<file path="src/design/core_pkg.sv">
`default_nettype none

package core_pkg;

  typedef logic [63:0] xlen_t;
  typedef logic [31:0] inst_t;
  typedef logic [4:0]  reg_addr_t;
  typedef logic [2:0]  alu_op_t;

  localparam alu_op_t ALU_ADD = 3'd0;
  localparam alu_op_t ALU_SUB = 3'd1;
  localparam alu_op_t ALU_AND = 3'd2;
  localparam alu_op_t ALU_OR  = 3'd3;
  localparam alu_op_t ALU_XOR = 3'd4;

  // major opcodes of the supported subset
  localparam logic [6:0] OPC_OP_IMM = 7'h13;
  localparam logic [6:0] OPC_OP     = 7'h33;
  localparam logic [6:0] OPC_LOAD   = 7'h03;
  localparam logic [6:0] OPC_STORE  = 7'h23;
  localparam logic [6:0] OPC_BRANCH = 7'h63;
  localparam logic [6:0] OPC_PUTCH  = 7'h7b;

  // putch prints the low byte of a0
  localparam reg_addr_t REG_A0 = 5'd10;

  localparam xlen_t RESET_PC = 64'h0000_0000_8000_0000;

  typedef struct packed {
    inst_t inst;
  } fetch_pkt_t;

  typedef struct packed {
    alu_op_t   alu_op;
    xlen_t     op_a;
    xlen_t     op_b;
    xlen_t     st_data;
    logic      is_load;
    logic      is_store;
    logic      is_branch;
    logic      br_ne;
    logic      is_putch;
    logic      reg_wr;
    reg_addr_t dest;
    xlen_t     br_off;
    xlen_t     imm;
  } issue_pkt_t;

  typedef struct packed {
    xlen_t     result;
    xlen_t     st_data;
    reg_addr_t dest;
    logic      is_load;
    logic      is_store;
    logic      is_putch;
    logic      reg_wr;
  } exec_pkt_t;

  typedef enum logic {F_IDLE, F_WAIT} fetch_state_e;
  typedef enum logic {M_IDLE, M_BUSY} mem_state_e;

endpackage

`default_nettype wire

</file>
<file path="src/design/stage_link.sv">
`timescale 1ns/100ps
`default_nettype none

// one pipeline hop, item moves when valid and allowin are both high
interface stage_link
  import core_pkg::*;
#(
  parameter type payload_t = logic
) ();

  logic     valid;
  logic     allowin;
  xlen_t    pc;
  payload_t payload;

  modport up (output valid, pc, payload, input allowin);
  modport down (input valid, pc, payload, output allowin);

endinterface

`default_nettype wire

</file>
<file path="src/design/execute_stage.sv">
`timescale 1ns/100ps
`default_nettype none

module execute_stage
  import core_pkg::*;
(
  input  wire        clock,
  input  wire        reset,
  stage_link.down    in_link,
  stage_link.up      out_link,
  output logic       redirect,
  output xlen_t      redirect_pc,
  output logic       ex_dest_valid,
  output reg_addr_t  ex_dest
);

  logic       v;
  xlen_t      pc;
  issue_pkt_t pkt;
  xlen_t      alu_res;
  logic       taken;
  exec_pkt_t  out_pkt;

  assign in_link.allowin = !v || out_link.allowin;

  always_ff @(posedge clock) begin
    if (reset) begin
      v <= 1'b0;
    end else if (in_link.allowin) begin
      v <= in_link.valid;
    end
  end

  always_ff @(posedge clock) begin
    if (in_link.allowin && in_link.valid) begin
      pc  <= in_link.pc;
      pkt <= in_link.payload;
    end
  end

  always_comb begin
    case (pkt.alu_op)
      ALU_SUB: alu_res = pkt.op_a - pkt.op_b;
      ALU_AND: alu_res = pkt.op_a & pkt.op_b;
      ALU_OR:  alu_res = pkt.op_a | pkt.op_b;
      ALU_XOR: alu_res = pkt.op_a ^ pkt.op_b;
      default: alu_res = pkt.op_a + pkt.op_b;
    endcase
  end

  // beq when equal, bne when not
  assign taken = pkt.is_branch && ((pkt.op_a == pkt.op_b) != pkt.br_ne);

  // fires as the branch moves on to memory
  assign redirect    = v && taken && out_link.allowin;
  assign redirect_pc = pc + pkt.br_off;

  always_comb begin
    out_pkt          = '0;
    out_pkt.result   = (pkt.is_load || pkt.is_store) ? pkt.op_a + pkt.imm : alu_res;
    out_pkt.st_data  = pkt.st_data;
    out_pkt.dest     = pkt.dest;
    out_pkt.is_load  = pkt.is_load;
    out_pkt.is_store = pkt.is_store;
    out_pkt.is_putch = pkt.is_putch;
    out_pkt.reg_wr   = pkt.reg_wr && !pkt.is_branch;
  end

  assign out_link.valid   = v;
  assign out_link.pc      = pc;
  assign out_link.payload = out_pkt;

  assign ex_dest_valid = v && pkt.reg_wr;
  assign ex_dest       = pkt.dest;

  // decode holds back its item, so no second redirect follows
  a_redirect_pulse: assert property (@(posedge clock) disable iff (reset)
    redirect |=> !redirect);

endmodule

`default_nettype wire

</file>
<file path="src/flat_wrapper.sv">
// flat-port wrapper written by rule: the top's interface ports become plain ports
module execute_stage_flat import core_pkg::*;
  (clock, reset, redirect, redirect_pc, ex_dest_valid, ex_dest, in_link_valid, in_link_pc, in_link_payload, in_link_allowin, out_link_valid, out_link_pc, out_link_payload, out_link_allowin);
  stage_link in_link_i ();
  stage_link out_link_i ();
  input  wire clock;
  input  wire reset;
  output logic redirect;
  output xlen_t redirect_pc;
  output logic ex_dest_valid;
  output reg_addr_t ex_dest;
  input wire logic [$bits(in_link_i.valid)-1:0] in_link_valid;
  input wire logic [$bits(in_link_i.pc)-1:0] in_link_pc;
  input wire logic [$bits(in_link_i.payload)-1:0] in_link_payload;
  output wire logic [$bits(in_link_i.allowin)-1:0] in_link_allowin;
  output wire logic [$bits(out_link_i.valid)-1:0] out_link_valid;
  output wire logic [$bits(out_link_i.pc)-1:0] out_link_pc;
  output wire logic [$bits(out_link_i.payload)-1:0] out_link_payload;
  input wire logic [$bits(out_link_i.allowin)-1:0] out_link_allowin;
  assign in_link_i.valid = in_link_valid;
  assign in_link_i.pc = in_link_pc;
  assign in_link_i.payload = in_link_payload;
  assign in_link_allowin = in_link_i.allowin;
  assign out_link_valid = out_link_i.valid;
  assign out_link_pc = out_link_i.pc;
  assign out_link_payload = out_link_i.payload;
  assign out_link_i.allowin = out_link_allowin;
  execute_stage u_core (.clock(clock), .reset(reset), .in_link(in_link_i), .out_link(out_link_i), .redirect(redirect), .redirect_pc(redirect_pc), .ex_dest_valid(ex_dest_valid), .ex_dest(ex_dest));
endmodule
</file>
<file path="config.mk">
export PLATFORM = sky130hd
export DESIGN_NAME = execute_stage_flat
export DESIGN_NICKNAME = d
export VERILOG_FILES = /design/src/design/core_pkg.sv /design/src/design/stage_link.sv /design/src/design/execute_stage.sv /design/src/flat_wrapper.sv
export SDC_FILE = /design/constraint.sdc
export NUM_CORES = 1
export LEC_CHECK = 0
export ABC_AREA = 1
export ABC_CLOCK_PERIOD_IN_PS = 4550
export BUFFER_PORTS_ARGS = -buffer_cell sky130_fd_sc_hd__buf_2
export CELL_PAD_IN_SITES_DETAIL_PLACEMENT = 1
export CELL_PAD_IN_SITES_GLOBAL_PLACEMENT = 2
export CORE_ASPECT_RATIO = 2
export CORE_MARGIN = 2
export CORE_UTILIZATION = 20
export DETAILED_ROUTE_END_ITERATION = 8
export HOLD_SLACK_MARGIN = 0.03
export PLACE_DENSITY_LB_ADDON = 0.1
export REMOVE_ABC_BUFFERS = 1
export SKIP_LAST_GASP = 1
export SYNTH_ARGS = -nofsm -noshare
export SYNTH_HDL_FRONTEND = slang
export SYNTH_SLANG_ARGS = --single-unit
</file>
<file path="constraint.sdc">
create_clock -name clock -period 4.55 [get_ports clock]
set_input_delay 1.1375 -clock clock [delete_from_list [all_inputs] [get_ports clock]]
set_output_delay 1.1375 -clock clock [all_outputs]
set_load 0.1 [all_outputs]
</file>
==> metrics.md <==
| Metric | Value |
|---|---|
| Run status | `finished, final reports clean` |
| Post-CTS resize count | `0` |
| CP Cell Sequence | `buf_2 -> inv_2 -> nand2_2 -> buf_2` |
| FF-to-FF path depth | `2` |
| CTS Buffer Depth | `2` |
| Worst R2R Start | `u_core.out_link.valid` |
| DIE AREA | `13540 um2` |
| Avg WL per Cell | `12.72 um` |
| Critical-path top delay cell | `buf_2` |
| Htree depth | `3` |
| Cell count after synthesis | `143` |
| Routability Congestion | `0.7286` |
| Clock Skew | `0.005266 ns` |
| Antenna violations before repair | `0` |
| Hold Crit Start | `u_core.out_link.valid` |
| Pwr Density | `571.5 nW/um2` |
| Clock Power Share | `32.5%` |
| Post CTS Setup Buffer Count | `0` |
| PortBufs | `197` |
| DR iter-0 viols | `20` |
| Die Height | `162.5 um` |
| NetSw | `0.7993 mW` |
| Max incr delay on CP | `0.42 ns` |
| Sequential power share | `36.3%` |
| GRT Overall Usage | `8.140%` |
| Clock Latency Late Sink | `0.32 ns` |
| Max frequency | `346.3 MHz` |
| Grt ovf | `0` |
| Die width | `83.27 um` |
| Core area | `12410 um2` |
| # DRC | `0` |
| Final wirelength | `5610 um` |
| Fin cells | `441` |
| Inserted Clock Buffers | `9` |
| Crit path top cell by count | `buf_2` |
| Post-synth top area share | `76.46%` |
| I/O pin count | `207` |
| CP arrival | `1.75 ns` |
| Synth unique cells | `9` |
| Final HPWL DP | `4354 um` |
| Ant. Diodes | `0` |
| Mapped cell area | `2514 um2` |
| Max-slew headroom | `45.27%` |
| Worst Tran Pin Value | `0.8209 ns` |
| Total power draw | `1.983 mW` |
| #FFs+latches synth | `65` |
| CP Buf/Inv Count | `3` |
| CTS tree | `built` |
| WS Path Type | `in2out` |
| Post-route design area | `3470 um2` |
| Internal reg-to-reg setup slack | `3.00 ns` |
| # placed instances | `426` |
| RR Endpoint | `u_core.out_link.pc[3]` |
| Vias per inst | `3.599` |
| Switching share of power | `40.31%` |
| Root buf cell | `clkbuf_16` |
| Commonest cells in the netlist | `buf_4, edfxtp_1` |
| Logic pwr share | `31.2%` |
| DP Worst Slack | `1.659 ns` |
| Via count | `1587` |
| Placement Rows | `58` |
| # clock sinks | `65` |
| WP data required | `3.41 ns` |
| Unrepaired setup endpoints after global routing | `false` |
| Hold_ws | `0.5249 ns` |
| Clock slew at reported path FFs | `0.05 ns` |
| Hold Buf Count CTS | `0` |
| Peak supply drop | `0.1888 mV` |
| CP Launch Type | `primary input` |
| Hold EP | `u_core.out_link.valid` |
| Internal power | `1.184 mW` |
| Vias in the first global route | `1504` |
| Fraction of layout cells with a size suffix above 1 | `73.88%` |
| Setup TNS | `0 ns` |
| Final setup fails | `0` |
| Max Cap Violations | `0` |
| Fin crit share | `63.46%` |
| Initial core utilization | `20.26%` |
| Max Slew Vio Count | `0` |
| Min Tclk post-route | `2.888 ns` |
| Post-synthesis sequential area ratio | `77.25%` |
| Largest net degree at the start of global routing | `65` |
| Critical path capture point type | `output port` |
| Post-synth ARST share | `0%` |
| Total number of yosys warnings | `0` |
| Synth Flop Type | `edfxtp_1` |
| Post-synth EDFFs | `64` |
| Yosys top cell by area | `edfxtp_1` |
| Area grow syn2layout | `38.03%` |
| Nets@finish | `356` |
| First-pass GRT wire length | `8176 um` |
| Cell Area, Placed | `3192 um2` |
| Drt first pass iters | `4` |
| Crit-path leading delay family | `buffers and inverters` |
| Syn Area/Cell | `17.58 um2` |
| Finished Core Util | `27.96%` |
| CP Max Fanout | `2` |
| Top post-synthesis cells by area | `edfxtp_1, buf_4, dfxtp_1` |
| P_leak | `1.588 nW` |
| Final hold violations | `0` |
| Hold depth | `2` |
| Routed Antenna Nets | `0` |
| Most frequent cell after synthesis | `buf_4` |
| Hold Path Class | `reg2reg` |
| Crit path setup slack, layout | `1.662 ns` |
area by class of cell:
type / instances / area [um2]
clock buffer: 11 / 232.7
clock inverter: 4 / 45.04
fill: 1401 / 8940
inverter: 2 / 7.507
multi-input combinational: 11 / 61.31
sequential: 65 / 1942
tap: 150 / 187.7
timing repair buffer: 198 / 993.5
power by group through the flow:
stage | clock network, mW | registers, mW | logic [mW]
CTS | 0.674 | 0.721 | 0.622
detailed placement | 0 | 0.731 | 0.623
finish | 0.644 | 0.720 | 0.620
global placement | 0 | 0.732 | 0.624
floorplan | 0 | 1.21 | 0.0433
global route | 0.693 | 0.725 | 0.631
worst max path at each step:
stage                startpoint                     to  slack (ns)  cells past startpoint
2_1_floorplan     in_link_valid  u_core.out_link.pc[0]       -0.26                      2
3_3_place_gp   out_link_allowin        in_link_allowin        1.65                      4
4_1_cts        out_link_allowin        in_link_allowin        1.66                      4
3_5_place_dp   out_link_allowin        in_link_allowin        1.66                      4
6_report       out_link_allowin        in_link_allowin        1.66                      4
5_1_grt        out_link_allowin        in_link_allowin        1.63                      4
metal layers:
layer	up-vias	global-route usage (%)	part of all wire, %	routed length, um
met5	-	0	0	0
met3	7	3.497	16	897
met2	189	11.66	40	2221
met1	688	10.09	42	2375
li1	703	-	-	-
met4	0	4.918	2.1	116
cell families (layout without fill, tap and decap cells):
family,count (synthesis),count (layout),synth area share (%)
compound gates,2,2,0.5474
buf+inv,74,215,21.80
flops,65,65,77.25
other cells,1,8,0.1492
simple gates,1,1,0.2490
registers in the layout, indices dropped and copies added (netlist names):
| signal | flops |
|---|---|
| u_core.out_link.pc | 64 |
| u_core.out_link.valid | 1 |
layout by cell type, fill, tap and decap left out:
cell type / count
conb_1: 8
buf_4: 1
a21oi_2: 1
clkbuf_16: 9
clkinv_2: 3
dfxtp_1: 1
inv_2: 1
buf_2: 197
edfxtp_1: 64
nand2_2: 1
inv_1: 1
bufinv_16: 1
a21oi_4: 1
clkbuf_1: 2
worst min-delay path, cell delays in order (launching register included):
cell	delay [ns]
dfxtp_1	0.35
nand2_2	0.09
a21oi_2	0.04
(Power assumes the default switching activity.)
